[config.mk]
export PLATFORM = sky130hd
export DESIGN_NAME = fpu_top
export DESIGN_NICKNAME = d
export VERILOG_FILES = /design/src/rtl/fpu_pkg.sv /design/src/rtl/fpu_compare.sv /design/src/rtl/fpu_convert.sv /design/src/rtl/fpu_dispatch.sv /design/src/rtl/fpu_handshake_port.sv /design/src/rtl/fpu_top.sv
export SDC_FILE = /design/constraint.sdc
export NUM_CORES = 1
export LEC_CHECK = 0
export ABC_AREA = 1
export BUFFER_PORTS_ARGS = -buffer_cell sky130_fd_sc_hd__buf_2
export CAP_MARGIN = 20
export CORE_UTILIZATION = 51
export CTS_CLUSTER_SIZE = 25
export DETAILED_ROUTE_END_ITERATION = 8
export PLACE_DENSITY_LB_ADDON = 0.15
export SLEW_MARGIN = 25
export SYNTH_ARGS = -nofsm -noshare
export SYNTH_HDL_FRONTEND = slang
export SYNTH_HIERARCHICAL = 1
export SYNTH_SLANG_ARGS = --single-unit
export TNS_END_PERCENT = 100
[constraint.sdc]
create_clock -name i_clock -period 5.7 [get_ports i_clock]
set_input_delay 0.57 -clock i_clock [delete_from_list [all_inputs] [get_ports i_clock]]
set_output_delay 0.57 -clock i_clock [all_outputs]
set_load 0.01 [all_outputs]
[src/rtl/fpu_pkg.sv]
`default_nettype none

package fpu_pkg;

	// ####################
	// Scalar types
	// ####################

	typedef logic [31:0] fp32_t;   // Sign, exponent, fraction.
	typedef logic [31:0] word_t;   // Integer operand or result.
	typedef logic [7:0]  fp_exp_t; // Biased exponent.

	// ####################
	// Operation codes
	// ####################

	// Codes 0 to 7 belonged to the arithmetic cores and now decode as illegal.
	typedef enum logic [4:0] {
		MOV    = 5'd12,
		CMP_EQ = 5'd13,
		CMP_LT = 5'd14,
		CMP_LE = 5'd15,
		MIN    = 5'd19,
		MAX    = 5'd20,
		SGNJ   = 5'd16,
		SGNJN  = 5'd17,
		SGNJX  = 5'd18,
		F2I    = 5'd8,
		F2UI   = 5'd9,
		I2F    = 5'd10,
		UI2F   = 5'd11
	} fpu_op_e;

	// ####################
	// Request and response
	// ####################

	typedef struct packed {
		fpu_op_e op;
		fp32_t   op1;
		fp32_t   op2;
	} fpu_req_t;

	typedef struct packed {
		word_t result;
		logic  illegal;
	} fpu_rsp_t;

	// Quiet NaN returned when min or max has no number to pick.
	localparam fp32_t FP_CANON_NAN = 32'h7FC0_0000;

endpackage

`default_nettype wire

[src/rtl/fpu_compare.sv]
`default_nettype none

module fpu_compare import fpu_pkg::*; (
	input  wire   i_clock,
	input  wire   i_arst_n,
	input  wire   i_start,
	input  wire   fp32_t i_op1,
	input  wire   fp32_t i_op2,
	output logic  o_done,
	output logic  o_less,
	output logic  o_equal,
	output fp32_t o_min,
	output fp32_t o_max
);

	logic nan1;
	logic nan2;
	logic any_nan;
	logic both_zero;
	logic lt_raw;

	// Strict order where -0 sits below +0.
	always_comb begin
		nan1      = (i_op1[30:23] == 8'hFF) && (i_op1[22:0] != 23'd0);
		nan2      = (i_op2[30:23] == 8'hFF) && (i_op2[22:0] != 23'd0);
		any_nan   = nan1 | nan2;
		both_zero = (i_op1[30:0] == 31'd0) && (i_op2[30:0] == 31'd0);

		if (i_op1[31] != i_op2[31])
			lt_raw = i_op1[31];                    // Negative one is smaller.
		else if (i_op1[31])
			lt_raw = i_op1[30:0] > i_op2[30:0];    // Both negative.
		else
			lt_raw = i_op1[30:0] < i_op2[30:0];
	end

	always_ff @(posedge i_clock or negedge i_arst_n) begin
		if (!i_arst_n)
			o_done <= 1'b0;
		else
			o_done <= i_start;
	end

	always_ff @(posedge i_clock) begin
		if (i_start) begin
			o_less  <= lt_raw && !both_zero && !any_nan;
			o_equal <= !any_nan && ((i_op1 == i_op2) || both_zero);

			if (nan1 && nan2) begin
				o_min <= FP_CANON_NAN;
				o_max <= FP_CANON_NAN;
			end else if (nan1) begin
				o_min <= i_op2;
				o_max <= i_op2;
			end else if (nan2) begin
				o_min <= i_op1;
				o_max <= i_op1;
			end else begin
				o_min <= lt_raw ? i_op1 : i_op2;
				o_max <= lt_raw ? i_op2 : i_op1;
			end
		end
	end

endmodule

`default_nettype wire

[src/rtl/fpu_convert.sv]
`default_nettype none

module fpu_convert import fpu_pkg::*; #(
	parameter int P_NORM_STEP = 1
) (
	input  wire   i_clock,
	input  wire   i_arst_n,
	input  wire   i_start,
	input  wire   i_to_int,
	input  wire   i_signed,
	input  wire   word_t i_operand,
	output logic  o_done,
	output word_t o_result
);

	typedef enum logic {
		CV_IDLE,
		CV_NORM
	} cv_state_e;

	cv_state_e state;

	// ####################
	// Float to integer
	// ####################

	logic        f_sign;
	fp_exp_t     f_exp;
	logic [23:0] f_mant;
	logic        f_nan;
	logic [7:0]  f_shift;
	logic [54:0] f_shifted;
	word_t       f_mag;
	word_t       f_int;

	always_comb begin
		f_sign    = i_operand[31];
		f_exp     = i_operand[30:23];
		f_mant    = {1'b1, i_operand[22:0]};
		f_nan     = (f_exp == 8'hFF) && (i_operand[22:0] != 23'd0);
		f_shift   = f_exp - 8'd127;
		f_shifted = {31'd0, f_mant} << f_shift[4:0];
		f_mag     = f_shifted[54:23];   // Fraction bits fall off here.

		if (f_nan)
			f_int = i_signed ? 32'h7FFF_FFFF : 32'hFFFF_FFFF;
		else if (f_exp < 8'd127)
			f_int = '0;   // Magnitude below one.
		else if (i_signed) begin
			if (f_shift >= 8'd31)
				f_int = f_sign ? 32'h8000_0000 : 32'h7FFF_FFFF;
			else
				f_int = f_sign ? -f_mag : f_mag;
		end else begin
			if (f_sign)
				f_int = '0;
			else if (f_shift >= 8'd32)
				f_int = 32'hFFFF_FFFF;
			else
				f_int = f_mag;
		end
	end

	// ####################
	// Integer to float
	// ####################

	logic    n_sign;
	fp_exp_t n_exp;
	word_t   n_mag;
	logic    n_found;
	logic [7:0] n_lead;
	word_t   n_top;
	word_t   n_float;

	// Leading one inside the top step window finishes the normalize.
	always_comb begin
		n_lead  = '0;
		n_found = 1'b0;
		for (int i = 0; i < P_NORM_STEP; i++) begin
			if (!n_found && n_mag[31 - i]) begin
				n_lead  = 8'(i);
				n_found = 1'b1;
			end
		end
		n_top   = n_mag << n_lead;
		n_float = {n_sign, fp_exp_t'(n_exp - n_lead), n_top[30:8]};
	end

	always_ff @(posedge i_clock or negedge i_arst_n) begin
		if (!i_arst_n) begin
			state  <= CV_IDLE;
			o_done <= 1'b0;
		end else begin
			o_done <= 1'b0;
			case (state)
				CV_IDLE: begin
					if (i_start) begin
						if (i_to_int)
							o_done <= 1'b1;
						else
							state <= CV_NORM;
					end
				end
				CV_NORM: begin
					if (n_mag == '0 || n_found) begin
						o_done <= 1'b1;
						state  <= CV_IDLE;
					end
				end
				default: state <= CV_IDLE;
			endcase
		end
	end

	always_ff @(posedge i_clock) begin
		if (state == CV_IDLE && i_start) begin
			if (i_to_int)
				o_result <= f_int;
			else begin
				n_sign <= i_signed & i_operand[31];
				n_mag  <= (i_signed && i_operand[31]) ? -i_operand : i_operand;
				n_exp  <= 8'd158;   // Bias plus 31.
			end
		end else if (state == CV_NORM) begin
			if (n_mag == '0)
				o_result <= '0;
			else if (n_found)
				o_result <= n_float;
			else begin
				n_mag <= n_mag << P_NORM_STEP;
				n_exp <= n_exp - 8'(P_NORM_STEP);
			end
		end
	end

endmodule

`default_nettype wire

[src/rtl/fpu_dispatch.sv]
`default_nettype none

module fpu_dispatch import fpu_pkg::*; #(
	parameter int P_NORM_STEP = 1
) (
	input  wire      i_clock,
	input  wire      i_arst_n,
	input  wire      i_start,
	input  wire      fpu_req_t i_cmd,
	output logic     o_done,
	output fpu_rsp_t o_rsp
);

	fpu_op_e op_q;
	fpu_op_e op_sel;
	logic    is_cmp;
	logic    is_cvt;

	logic  cmp_done;
	logic  cmp_less;
	logic  cmp_equal;
	fp32_t cmp_min;
	fp32_t cmp_max;

	logic  cv_done;
	word_t cv_result;

	always_ff @(posedge i_clock or negedge i_arst_n) begin
		if (!i_arst_n)
			op_q <= MOV;
		else if (i_start)
			op_q <= i_cmd.op;
	end

	assign op_sel = i_start ? i_cmd.op : op_q;   // Start cycle sees the new code.

	always_comb begin
		is_cmp = 1'b0;
		is_cvt = 1'b0;
		case (op_sel)
			CMP_EQ, CMP_LT, CMP_LE, MIN, MAX: is_cmp = 1'b1;
			F2I, F2UI, I2F, UI2F:             is_cvt = 1'b1;
			default: ;
		endcase
	end

	fpu_compare u_compare (
		.i_clock  (i_clock),
		.i_arst_n (i_arst_n),
		.i_start  (i_start & is_cmp),
		.i_op1    (i_cmd.op1),
		.i_op2    (i_cmd.op2),
		.o_done   (cmp_done),
		.o_less   (cmp_less),
		.o_equal  (cmp_equal),
		.o_min    (cmp_min),
		.o_max    (cmp_max)
	);

	fpu_convert #(
		.P_NORM_STEP (P_NORM_STEP)
	) u_convert (
		.i_clock   (i_clock),
		.i_arst_n  (i_arst_n),
		.i_start   (i_start & is_cvt),
		.i_to_int  (op_sel == F2I || op_sel == F2UI),
		.i_signed  (op_sel == F2I || op_sel == I2F),
		.i_operand (i_cmd.op1),
		.o_done    (cv_done),
		.o_result  (cv_result)
	);

	// Inline ops and illegal codes complete with start.
	assign o_done = i_start ? !(is_cmp | is_cvt)
	                        : (is_cmp & cmp_done) | (is_cvt & cv_done);

	always_comb begin
		o_rsp = '0;
		case (op_sel)
			MOV:    o_rsp.result = i_cmd.op1;
			SGNJ:   o_rsp.result = {i_cmd.op2[31], i_cmd.op1[30:0]};
			SGNJN:  o_rsp.result = {~i_cmd.op2[31], i_cmd.op1[30:0]};
			SGNJX:  o_rsp.result = {i_cmd.op1[31] ^ i_cmd.op2[31], i_cmd.op1[30:0]};
			CMP_EQ: o_rsp.result = {31'd0, cmp_equal};
			CMP_LT: o_rsp.result = {31'd0, cmp_less};
			CMP_LE: o_rsp.result = {31'd0, cmp_equal | cmp_less};
			MIN:    o_rsp.result = cmp_min;
			MAX:    o_rsp.result = cmp_max;
			F2I, F2UI, I2F, UI2F: o_rsp.result = cv_result;
			default: o_rsp.illegal = 1'b1;
		endcase
	end

endmodule

`default_nettype wire

[src/rtl/fpu_handshake_port.sv]
`default_nettype none

module fpu_handshake_port import fpu_pkg::*; (
	input  wire      i_clock,
	input  wire      i_arst_n,
	input  wire      i_req,
	input  wire      fpu_req_t i_req_data,
	output logic     o_ack,
	output fpu_rsp_t o_rsp,
	output logic     o_start,
	output fpu_req_t o_cmd,
	input  wire      i_done,
	input  wire      fpu_rsp_t i_rsp
);

	typedef enum logic [1:0] {
		IDLE,
		BUSY,
		ACK
	} hs_state_e;

	hs_state_e state;

	always_ff @(posedge i_clock or negedge i_arst_n) begin
		if (!i_arst_n) begin
			state   <= IDLE;
			o_start <= 1'b0;
		end else begin
			o_start <= 1'b0;
			case (state)
				IDLE: begin
					if (i_req) begin
						state   <= BUSY;
						o_start <= 1'b1;
					end
				end
				BUSY:    if (i_done) state <= ACK;
				ACK:     if (!i_req) state <= IDLE;   // Requester let go.
				default: state <= IDLE;
			endcase
		end
	end

	assign o_ack = (state == ACK);

	// Request and response payload.
	always_ff @(posedge i_clock) begin
		if (state == IDLE && i_req)
			o_cmd <= i_req_data;
		if (state == BUSY && i_done)
			o_rsp <= i_rsp;
	end

endmodule

`default_nettype wire

[src/rtl/fpu_top.sv]
`default_nettype none

module fpu_top import fpu_pkg::*; #(
	parameter int P_NORM_STEP = 1
) (
	input  wire      i_clock,
	input  wire      i_arst_n,
	input  wire      i_req,
	input  wire      fpu_req_t i_req_data,
	output logic     o_ack,
	output fpu_rsp_t o_rsp
);

	logic     start;
	fpu_req_t cmd;
	logic     done;
	fpu_rsp_t rsp;

	fpu_handshake_port u_port (
		.i_clock    (i_clock),
		.i_arst_n   (i_arst_n),
		.i_req      (i_req),
		.i_req_data (i_req_data),
		.o_ack      (o_ack),
		.o_rsp      (o_rsp),
		.o_start    (start),
		.o_cmd      (cmd),
		.i_done     (done),
		.i_rsp      (rsp)
	);

	fpu_dispatch #(
		.P_NORM_STEP (P_NORM_STEP)
	) u_dispatch (
		.i_clock  (i_clock),
		.i_arst_n (i_arst_n),
		.i_start  (start),
		.i_cmd    (cmd),
		.o_done   (done),
		.o_rsp    (rsp)
	);

endmodule

`default_nettype wire

==> impl_results.md, run 1 <==
- Run status: finished clean
- Max VDD drop: 0.0003056 V
- Post-synthesis mux area share: 0%
- WL per Instance: 20.73 um
- Setup violations, final: 0
- Post-Synth Simple-Gate Area: 33.36%
- Die area: 31,910 um2
- Total global routing overflow: 0
- Synth Cell Area: 15,910 um2
- EDFF count, synth: 241
- Crit end category: flop
- Synth async-reset ratio: 4.365%
- Largest family of logic cells by synthesized area: simple AND/OR/NAND/NOR gates
- # DRC: 0
- P&R area growth vs syn: 9.767%
- Share of cells above drive strength 1: 13.19%
- First-pass GRT wire length: 76,950 um
- Adder-Cell Fraction of Synth Area: 3.146%
- CP Launch Type: flop
- Final setup TNS: 0 ns
- Insertion delay to the later sink of the worst-skew pair: 0.56 ns
- Vias in the first global route: 13,240
- Pre-CTS setup slack: 1.402 ns
- Initial Util: 51.88%
- Final Max Tran Viols: 0
- CP Class: flop to flop
- Max_cap viols: 0
- Syn Inst Count: 1,978
- R2R Path End: u_dispatch/u_convert/o_result[7]
- Compound-Gate Fraction of Synth Area: 6.960%
- DP HPWL: 36,470 um
- Synthesis-stage register bit count: 252
- Crit share post-route: 77.34%
- Commonest register cell after synthesis: edfxtp_1
- Power per cell area: 489.3 nW/um2
- Die W: 178.6 um
- Reg-to-Reg Start: u_port/o_cmd[55]
- Final hold vios: 0
- Worst-Margin Slew: 1.095 ns
- Hold buffer count at CTS: 1
- Post-CTS Resized: 0
- Sink Count: 252
- Syn_nets: 2,090
- Diode count: 0
- Worst setup margin: 1.291 ns
- Dpl cells: 2,415
- Post-CTS setup buffers: 0
- Mapped Avg Cell Area: 8.044 um2
- Worst Hold Endpoint: u_port/o_cmd[4]
- Die H: 178.6 um
- CP required: 5.95 ns
- Final cell count without fillers: 2,466
- Hold WC Path Type: input pin to flop
- Htree depth: 1
- Unique masters post-synth: 51
- Final instance area: 17,460 um2
- HP Start: i_req_data[4]
- CTS tree: built
- Largest buffer count on any clock path: 3
- Total track usage: 32.17%
- Net count reported at finish: 2,162
- Placer Congestion: 0.9806
- Routed Antenna Nets: 0
- Yosys warning total: 6
- Via count: 14,480
- First DRT Iteration DRCs: 1,958
- Core ar.: 30,670 um2
- Rel. slew slack: 26.75%
- Antenna violations before repair: 0
- Period minus WS final: 4.409 ns
- Unrepaired setup endpoints after global routing: false
- Post-placement cell area: 16,580 um2
- Crit-path max FO: 36
- WL final: 51,110 um
- Arr. time, crit path: 4.65 ns
- Seq/Total Area, Yosys: 47.23%
- Clk_skew: 0.02360 ns
- Min-Delay Path Depth: 1
- Cts bufs inserted: 28
- R2r setup slk: 1.29 ns
- Ports: 106
- Worst-case reg-to-reg path depth: 13
- Clock-pin slew on the worst setup and hold paths: 0.06 ns
- Fmax: 226.8 MHz
- Clk root buf: clkbuf_16
- DR pass1 iterations: 8
- Synth Area in XOR/XNOR: 1.596%
- Fillcell total: 2,800
- Largest net degree at the start of global routing: 71
- I/O Buffers: 105
- Worst hold margin: 0.1787 ns
- Row cnt: 64
- Via/cell ratio: 5.870
- Leakage dissipation: 0.007506 uW
## cell families after synthesis
kind of cell	Yosys count
and+or+nand+nor	1182
buffers and inverters	269
DFF	252
AOI/OAI and AO/OA	206
adders and majority gates	40
xor gates and xnor gates	29
## final cells by class
class | instances | area (um2) | share of cell area [%]
Clock buffer | 34 | 723.2 | 4.141
Clock inverter | 16 | 148.9 | 0.8526
Inverter | 187 | 706.9 | 4.048
Multi-Input combinational cell | 1457 | 7204 | 41.25
Sequential cell | 252 | 7515 | 43.03
Tap cell | 396 | 495.5 | 2.837
Timing Repair Buffer | 124 | 670.6 | 3.840
## placed cells by master (no fill, tap or decap), types with 3 or more instances in the layout
master     instances
inv_1            165
clkbuf_1           6
clkbuf_16         28
nand3_2           19
or2_2              3
buf_4             18
clkinv_1          10
o22ai_1            3
nand2_1          658
a21oi_1           67
o21ai_0           82
dfrtp_1            9
o211ai_1           8
nand2_2           25
nand4_1           56
nor2_2            19
nor2_4             6
clkinv_2           5
nor3_2             3
edfxtp_1         241
nand2_4            5
o21ai_1           27
nand3_1          229
nor2_1           120
inv_2             18
nor4_1            15
nor3_1            14
ha_1              40
o21ai_2            6
buf_2            105
xnor2_1            7
xor2_1            22
## registers in the layout, summed over array words and instances, names as in the netlist, 2 cells and up
register	cells
u_dispatch/u_compare/o_max	32
u_port/o_rsp	33
u_dispatch/u_convert/n_exp	8
u_dispatch/u_compare/o_min	32
u_port/o_cmd	69
u_dispatch/u_convert/o_result	32
u_dispatch/u_convert/n_mag	32
u_port/state	2
u_dispatch/op_q	5
## cell usage after synthesis (2+ instances only)
library cell,n,area share (%)
nand3_2,19,1.2
buf_2,28,0.88
o22ai_1,3,0.12
nor2_4,5,0.35
nor3_1,14,0.44
xor2_1,22,1.2
buf_4,15,0.71
nor2_1,120,2.8
nand3_1,229,7.2
clkinv_1,3,0.071
o21ai_0,84,2.6
a21oi_1,67,2.1
nand4_1,56,2.2
nor4_1,15,0.59
buf_6,13,0.92
nand2_1,658,16
a21o_1,2,0.094
inv_1,167,3.9
dfrtp_1,9,1.4
edfxtp_1,241,45
nor3_2,3,0.19
xnor2_1,7,0.39
dfstp_2,2,0.33
o21ai_1,27,0.85
clkbuf_1,23,0.54
a31oi_1,2,0.079
nand3_4,2,0.22
buf_8,2,0.19
ha_1,40,3.1
or2_2,3,0.12
or2_1,2,0.079
inv_2,16,0.38
o211ai_1,8,0.38
o21a_1,2,0.094
nand2_4,5,0.35
o21ai_2,6,0.33
nand2_2,25,0.98
nor2_2,20,0.79
## where the power goes
part / switching [uW] / total [uW] / internal [uW] / leakage, uW
clock network: 723 / 1710 / 991 / 0.000422
registers: 376 / 3030 / 2660 / 0.00235
logic: 2730 / 3800 / 1060 / 0.00473
## critical path: stages (launching register included)
cell and delay (ns):
edfxtp_1 0.37, buf_4 0.40, ha_1 0.33, nand3_1 0.10, nand2_1 0.10, nand2_2 0.24, nor2_4 0.48, inv_1 0.16
o21ai_2 0.60, inv_2 0.40, a21oi_1 0.29, nor2_1 0.08, o21ai_1 0.32, o211ai_1 0.19
## metal layers
metal | routed length (um) | track usage, %
met5 | 0 | 0
met4 | 1950 | 12.01
met3 | 4661 | 3.197
met2 | 23040 | 50.47
met1 | 21460 | 45.94
## how the worst max path moves through the flow
stage                      from                                end  slack [ns]
4_1_cts        u_port/o_cmd[55]   u_dispatch/u_convert/o_result[7]        1.37
5_1_grt        u_port/o_cmd[55]  u_dispatch/u_convert/o_result[12]        1.04
6_report       u_port/o_cmd[55]   u_dispatch/u_convert/o_result[7]        1.29
3_5_place_dp   u_port/o_cmd[55]   u_dispatch/u_convert/o_result[7]        1.40
3_3_place_gp   u_port/o_cmd[55]   u_dispatch/u_convert/o_result[2]        1.32
2_1_floorplan    u_port/o_start      u_dispatch/u_convert/n_exp[0]        0.79
## through the flow
stage / utilization (%) / power [uW]
4_1_cts: 56.94 / 8493
3_5_place_dp: 54.07 / 6767
2_1_floorplan: - / 5649
3_3_place_gp: 54.03 / 6723
5_1_grt: 56.94 / 9060
6_report: 56.94 / 8545
Power figures use the tool's default switching activity.
==> run 2, diff against run 1 <==
ABC_AREA = 0   (was 1)
clock period = 4.4 ns   (was 5.7 ns; I/O delays follow)
==> run 2 against run 1 <==
Non-clock buffer count up 85. Sequential share of layout area down 2.2 points. Largest power group unchanged. Clock-buffer cell count down 1. Critical path type unchanged. Die area up 1.3%. Clock skew up 0.0031 ns. Combinational power up 57%. Flip-flop and latch count unchanged. Power up 40%. Synthesized area up 1.3%. Clock power up 37%. Routed wire length up 11%.
==> impl_results.md, run 2 <==
- WL final: 56,980 um (was 51,110 um)
- Largest registers: u_port/o_cmd (69), u_port/o_rsp (33) (unchanged)
- Insertion delay to the later sink of the worst-skew pair: 0.58 ns (was 0.56 ns)
- Clk root buf: clkbuf_16 (unchanged)
- Synthesis-stage register bit count: 252 (unchanged)
- Largest Register: u_port/o_cmd (unchanged)
- First DRT Iteration DRCs: 2,310 (was 1,958)
- Psw: 5203 uW (was 3834 uW)
- FF+latch area: 7515 um2 (unchanged)
- Arr. time, crit path: 4.42 ns (was 4.65 ns)
- Final Max Tran Viols: 0 (unchanged)
- Ports: 106 (unchanged)
- Period minus WS final: 4.118 ns (was 4.409 ns)
- Mapped Avg Cell Area: 10.37 um2 (was 8.044 um2)
- Max reg flops: 69 (unchanged)
- Setup violations, final: 0 (unchanged)
- DP HPWL: 41,830 um (was 36,470 um)
- Unique masters post-synth: 109 (was 51)
- Clock-pin slew on the worst setup and hold paths: 0.06 ns (about the same)
- Max VDD drop: 0.0005188 V (was 0.0003056 V)
- Largest net degree at the start of global routing: 86 (was 71)
- Sink Count: 252 (unchanged)
- Share of cells above drive strength 1: 20.89% (was 13.19%)
- Final setup TNS: 0 ns (unchanged)
- Internal Dissipation: 6798 uW (was 4711 uW)
- P&R area growth vs syn: 14.14% (was 9.767%)
- Power per cell area: 652.3 nW/um2 (was 489.3 nW/um2)
- Rel. slew slack: 37.94% (was 26.75%)
- Most numerous cell in the Yosys netlist: edfxtp_1 (was nand2_1)
- I/O Buffers: 105 (unchanged)
- Commonest register cell after synthesis: edfxtp_1 (unchanged)
- Die H: 179.8 um (was 178.6 um)
- Most frequent cells in the layout: edfxtp_1 (241), nand2_1 (167), buf_2 (105) (was nand2_1 (658), edfxtp_1 (241), nand3_1 (229))
- Post-synth top area cell: edfxtp_1 (unchanged)
- Row cnt: 64 (unchanged)
- Antenna violations before repair: 2 (was 0)
- Crit end category: flop (unchanged)
- Net count reported at finish: 1,804 (was 2,162)
- Fmax: 242.8 MHz (was 226.8 MHz)
- Worst hold margin: 0.03603 ns (was 0.1787 ns)
- Sw frac: 43.36% (was 44.87%)
- Final hold vios: 0 (unchanged)
- Htree depth: 1 (unchanged)
- DR pass1 iterations: 6 (was 8)
- Worst Hold Endpoint: u_port/o_cmd[63] (was u_port/o_cmd[4])
- Seq/Total Area, Yosys: 46.62% (was 47.23%)
- CTS tree: built (unchanged)
- Crit-path max FO: 11 (was 36)
- Cts bufs inserted: 29 (was 28)
- Vias in the first global route: 13,210 (was 13,240)
- Worst-Margin Slew: 0.9239 ns (was 1.095 ns)
- Yosys top cell area share: 44.90% (was 45.49%)
- Hold WC Path Type: input pin to flop (unchanged)
- Via count: 14,130 (was 14,480)
- Total global routing overflow: 0 (unchanged)
- CP Class: flop to flop (unchanged)
- Multi-input gate area: 7914 um2 (was 7204 um2)
- CP required: 4.70 ns (was 5.95 ns)
- Combinational power share: 49.7% (was 44.5%)
- Synth async-reset ratio: 4.365% (unchanged)
- Total track usage: 34.68% (was 32.17%)
- Largest buffer count on any clock path: 3 (unchanged)
- Min-Delay Path Depth: 1 (unchanged)
- Placer Congestion: 0.9694 (was 0.9806)
- Via/cell ratio: 6.696 (was 5.870)
- Diode count: 0 (unchanged)
- Commonest non-fill, non-tap cell in the layout: edfxtp_1 (was nand2_1)
- Max_cap viols: 0 (unchanged)
- Sequential Power Share: 30.8% (was 35.5%)
- Die W: 179.8 um (was 178.6 um)
- Syn Inst Count: 1,554 (was 1,978)
- Clock power share: 19.5% (was 20.0%)
- Unrepaired setup endpoints after global routing: false (unchanged)
- Reg-to-Reg Start: u_port/o_cmd[55] (unchanged)
- Core ar.: 30,830 um2 (was 30,670 um2)
- # DRC: 0 (unchanged)
- Syn_nets: 1,666 (was 2,090)
- WL per Instance: 27.00 um (was 20.73 um)
- Routed Antenna Nets: 0 (unchanged)
- Synth Cell Area: 16,120 um2 (was 15,910 um2)
- Synth top area cells: edfxtp_1 (45%), nand2_1 (3.9%), ha_1 (3.1%) (was edfxtp_1 (45%), nand2_1 (16%), nand3_1 (7.2%))
- Leakage dissipation: 0.006890 uW (was 0.007506 uW)
- Clk_skew: 0.02675 ns (was 0.02360 ns)
- R2R Path End: u_dispatch/u_convert/o_result[1] (was u_dispatch/u_convert/o_result[7])
- Worst-case reg-to-reg path depth: 11 (was 13)
- Crit share post-route: 93.60% (was 77.34%)
- EDFF count, synth: 241 (unchanged)
- Run status: finished clean (unchanged)
- Commonest cells in the netlist: edfxtp_1 (241), nand2_1 (168), nor2_1 (94) (was nand2_1 (658), edfxtp_1 (241), nand3_1 (229))
- Initial Util: 52.28% (was 51.88%)
- HP Start: i_req_data[63] (was i_req_data[4])
- R2r setup slk: 0.28 ns (was 1.29 ns)
- Fillcell total: 2,586 (was 2,800)
- CP Launch Type: flop (unchanged)
- Yosys warning total: 6 (unchanged)
- First-pass GRT wire length: 84,200 um (was 76,950 um)
- Die area: 32,320 um2 (was 31,910 um2)
## run 2: cell types whose count changed in the layout (fill, tap and decap cells not counted), moves of 27 or more
cell,delta
o22ai_1,+46
inv_1,-115
mux2i_1,+43
nand2_1,-491
nor2_1,-27
a22oi_1,+44
buf_4,+81
nand4_1,-29
nand3_1,-155
## run 2: worst max path at each step
stage / depth (start not counted) / slack (ns) / from / endpoint
3_3_place_gp: 13 / 0.37 / u_port/o_cmd[55] / u_dispatch/u_convert/o_result[28]
3_5_place_dp: 13 / 0.31 / u_port/o_cmd[55] / u_dispatch/u_convert/o_result[18]
6_report: 11 / 0.28 / u_port/o_cmd[55] / u_dispatch/u_convert/o_result[1]
2_1_floorplan: 20 / 0.006 / u_port/o_cmd[55] / u_dispatch/u_convert/o_result[18]
5_1_grt: 13 / 0.04 / u_port/o_cmd[55] / u_dispatch/u_convert/o_result[18]
4_1_cts: 13 / 0.34 / u_port/o_cmd[55] / u_dispatch/u_convert/o_result[18]
## run 2: logic make-up (layout without fill, tap and decap cells)
family	after synthesis	in the layout	share of synthesized area, %
multiplexers	87	87	6.862
XOR/XNOR	44	45	2.764
flip-flops	252	252	46.62
adder cells (fa/ha/maj)	40	40	3.105
AO/OA/AOI/OAI	441	441	18.96
AND/OR/NAND/NOR	534	534	17.02
buffers and inverters	156	315	4.658
## run 2: repair_timing
item,4_1_cts,5_1_grt
gates resized for setup,0,1
setup buffers,0,0
endpoints found under the hold margin,11,0
hold buffers,1,0
setup endpoints to repair,0,1
## run 2: per-layer routing
metal  wire, um  share of wire [%]  track usage (%)  vias up
li1           -                  -                -     6286
met3       6956                 12            9.157      139
met4       2660                4.7            15.00        2
met5         13              0.023                0        -
met1      22960                 40            47.77     6756
met2      24380                 43            51.53      945
## run 2: final cells by class
type	instances	area share [%]
clock inverters	20	0.9385
well taps	396	2.693
multi-input cells	1147	43.02
flip-flops and latches	252	40.85
clock buffers	33	4.026
repair buffers	209	7.386
inverters	53	1.095
## run 2: worst max-delay path: stages, from the launching register on
cell and delay (ns):
edfxtp_1 0.40, ha_1 0.59, nand3_2 0.26, xnor2_4 0.28, nor2_1 0.60, nand3_1 0.35
and2_1 0.38, buf_4 0.24, nand3_1 0.09, a21oi_1 0.07, o21ai_0 0.43, a21oi_1 0.16
## run 2: power groups by stage
stage / registers (uW) / clock network, uW / logic [uW]
finish: 3700 / 2340 / 5970
floorplan: 3710 / 0 / 3820
CTS: 3690 / 2350 / 5770
detailed placement: 3730 / 0 / 5740
global route: 3730 / 2450 / 6310
global placement: 3720 / 0 / 5720
## run 2: stage by stage
step           cells  util, %  worst slack [ns]  total power [uW]  instance area [um2]
2_1_floorplan   1554        -          0.005677              7534                16130
4_1_cts         2109    59.59            0.3426             11810                18370
5_1_grt         2110    59.68           0.04281             12490                18400
3_5_place_dp    2055    56.59            0.3122              9474                17450
6_report        2110    59.68            0.2816             12000                18400
3_3_place_gp    2055    56.59            0.3718              9442                17450
==> run 3, diff against run 2 <==
ABC_AREA = 1   (was 0)
==> run 3 against run 2 <==
Final cell count grew 18%. Non-clock buffer count shrank 60. Global-route usage shrank 1.7 points. Combinational power shrank 15%. Routed wire length shrank 8.5%. Highest routed layer is now met4. Die area shrank 1.3%.
==> impl_results.md, run 3 (synthesis results as in run 1) <==
- Placer Congestion: 0.9600 (was 0.9694)
- Final setup TNS: 0 ns (unchanged)
- Fillcell total: 2,808 (was 2,586)
- Crit-path max FO: 19 (was 11)
- Setup violations, final: 0 (unchanged)
- Share of cells above drive strength 1: 14.55% (was 20.89%)
- Multi-input gate area: 7192 um2 (was 7914 um2)
- CP required: 4.70 ns (about the same)
- CP Launch Type: flop (unchanged)
- Die H: 178.6 um (was 179.8 um)
- Run status: finished clean (unchanged)
- First-pass GRT wire length: 78,380 um (was 84,200 um)
- Cts bufs inserted: 28 (was 29)
- Worst path cell trace: inv_2 -> nand2_1 -> nand2_1 -> nand2_1 -> nor2_2 -> inv_1 -> nor2_1 -> nand2_1 -> buf_4 -> clkinv_1 -> nand2_1 -> o21ai_1 -> a21oi_1 -> o21ai_0 -> nor2_1 -> o21ai_1 (was ha_1 -> nand3_2 -> xnor2_4 -> nor2_1 -> nand3_1 -> and2_1 -> buf_4 -> nand3_1 -> a21oi_1 -> o21ai_0 -> a21oi_1)
- Clock-pin slew on the worst setup and hold paths: 0.06 ns (about the same)
- Unrepaired setup endpoints after global routing: false (unchanged)
- Die W: 178.6 um (was 179.8 um)
- Htree depth: 1 (unchanged)
- Max VDD drop: 0.0003978 V (was 0.0005188 V)
- P&R area growth vs syn: 11.72% (was 14.14%)
- Largest registers: u_port/o_cmd (69), u_port/o_rsp (33) (unchanged)
- Worst-Margin Slew: 1.037 ns (was 0.9239 ns)
- Antenna violations before repair: 1 (was 2)
- Insertion delay to the later sink of the worst-skew pair: 0.55 ns (was 0.58 ns)
- Rel. slew slack: 30.65% (was 37.94%)
- Period minus WS final: 3.666 ns (was 4.118 ns)
- Top cell by count, worst path: nand2_1
- Leakage dissipation: 0.007692 uW (was 0.006890 uW)
- First DRT Iteration DRCs: 1,680 (was 2,310)
- Largest buffer count on any clock path: 3 (unchanged)
- Total global routing overflow: 0 (unchanged)
- Net count reported at finish: 2,187 (was 1,804)
- Vias in the first global route: 13,450 (was 13,210)
- Max_cap viols: 0 (unchanged)
- Total track usage: 33.00% (was 34.68%)
- WL final: 52,110 um (was 56,980 um)
- Max reg flops: 69 (unchanged)
- Post-CTS setup buffers: 0 (unchanged)
- Crit share post-route: 83.32% (was 93.60%)
- Final Max Tran Viols: 0 (unchanged)
- Row cnt: 64 (unchanged)
- DP HPWL: 37,870 um (was 41,830 um)
- Slowest Stage Delay on Critical Path: 0.59 ns (was 0.60 ns)
- Post-placement cell area: 16,780 um2 (was 17,450 um2)
- CTS tree: built (unchanged)
- CP max stage cell: clkinv_1 (was nor2_1)
- WL per Instance: 20.91 um (was 27.00 um)
- Clk root buf: clkbuf_16 (unchanged)
- Final instance area: 17,770 um2 (was 18,400 um2)
- Hold WC Path Type: input pin to flop (unchanged)
- Ports: 106 (unchanged)
- CP Class: flop to flop (unchanged)
- Sink Count: 252 (unchanged)
- Worst hold margin: 0.06151 ns (was 0.03603 ns)
- Via count: 14,550 (was 14,130)
- FF+latch area: 7515 um2 (unchanged)
- Diode count: 0 (unchanged)
- Final hold vios: 0 (unchanged)
- Via/cell ratio: 5.839 (was 6.696)
- Fmax: 272.8 MHz (was 242.8 MHz)
- Largest Register: u_port/o_cmd (unchanged)
- Clk_skew: 0.01155 ns (was 0.02675 ns)
- Core ar.: 30,670 um2 (was 30,830 um2)
- Largest net degree at the start of global routing: 56 (was 86)
- Commonest non-fill, non-tap cell in the layout: nand2_1 (was edfxtp_1)
- DR pass1 iterations: 6 (unchanged)
- Initial Util: 51.88% (was 52.28%)
- Routed Antenna Nets: 0 (unchanged)
- Power per cell area: 643.3 nW/um2 (was 652.3 nW/um2)
- Arr. time, crit path: 3.96 ns (was 4.42 ns)
- # DRC: 0 (unchanged)
- Crit end category: flop (unchanged)
- Die area: 31,910 um2 (was 32,320 um2)
- I/O Buffers: 105 (unchanged)
- Most frequent cells in the layout: nand2_1 (658), edfxtp_1 (241), nand3_1 (229) (was edfxtp_1 (241), nand2_1 (167), buf_2 (105))
## run 3: timing repair
item / 4_1_cts / 5_1_grt
hold buffers: 1 / 0
gates resized for setup: 0 / 0
endpoints found under the hold margin: 9 / 0
## run 3: layer usage
layer / GRT usage, % / wire [um] / part of all wire [%]
met1: 44.49 / 21760 / 42
met2: 52.94 / 23890 / 46
met3: 5.584 / 4421 / 8.5
met4: 12.61 / 2035 / 3.9
met5: 0 / 0 / 0
## run 3: worst max-delay path: cells and delay by family (launching register included)
family / cells / cell delay (ns)
buffers and inverters: 4 / 1.13
AND/OR/NAND/NOR: 8 / 0.93
AO/OA/AOI/OAI: 4 / 0.78
flip-flops: 1 / 0.58
## run 3: final timing paths
| check | start | endpoint | slack, ns | cells past startpoint |
|---|---|---|---|---|
| max | u_port/o_start | u_dispatch/u_convert/n_mag[28] | 0.73 | 16 |
| max reg2reg | u_port/o_start | u_dispatch/u_convert/n_mag[28] | 0.73 | 16 |
| min reg2reg | u_dispatch/op_q[4] | u_dispatch/op_q[4] | 0.51 | 2 |
| min | i_req_data[39] | u_port/o_cmd[39] | 0.06 | 1 |
| min in group asynchronous | i_arst_n | u_port/state[0] | 0.31 | 2 |
| max in group asynchronous | i_arst_n | u_dispatch/op_q[3] | 3.81 | 2 |
## run 3: area by class of cell
class | instances | area share [%]
sequential | 252 | 42.28
multi-input combinational | 1457 | 40.46
timing repair buffer | 149 | 4.942
clock buffer | 31 | 4.125
inverter | 187 | 3.977
tap | 396 | 2.788
clock inverter | 20 | 1.429
## run 3: metrics by stage
step	setup WS [ns]	utilization [%]	total power, uW	instances
detailed placement	0.8382	54.70	8853	2440
CTS	0.8335	57.96	11370	2492
finish	0.7338	57.96	11430	2492
floorplan	0.5722	-	7313	1978
global placement	0.8534	54.61	8764	2439
global route	0.4298	57.96	12100	2492
## run 3: power by group
part           internal, uW  switching (uW)
clock network          1550             961
registers              3440             416
logic                  1460            3610
total                  6440            4990
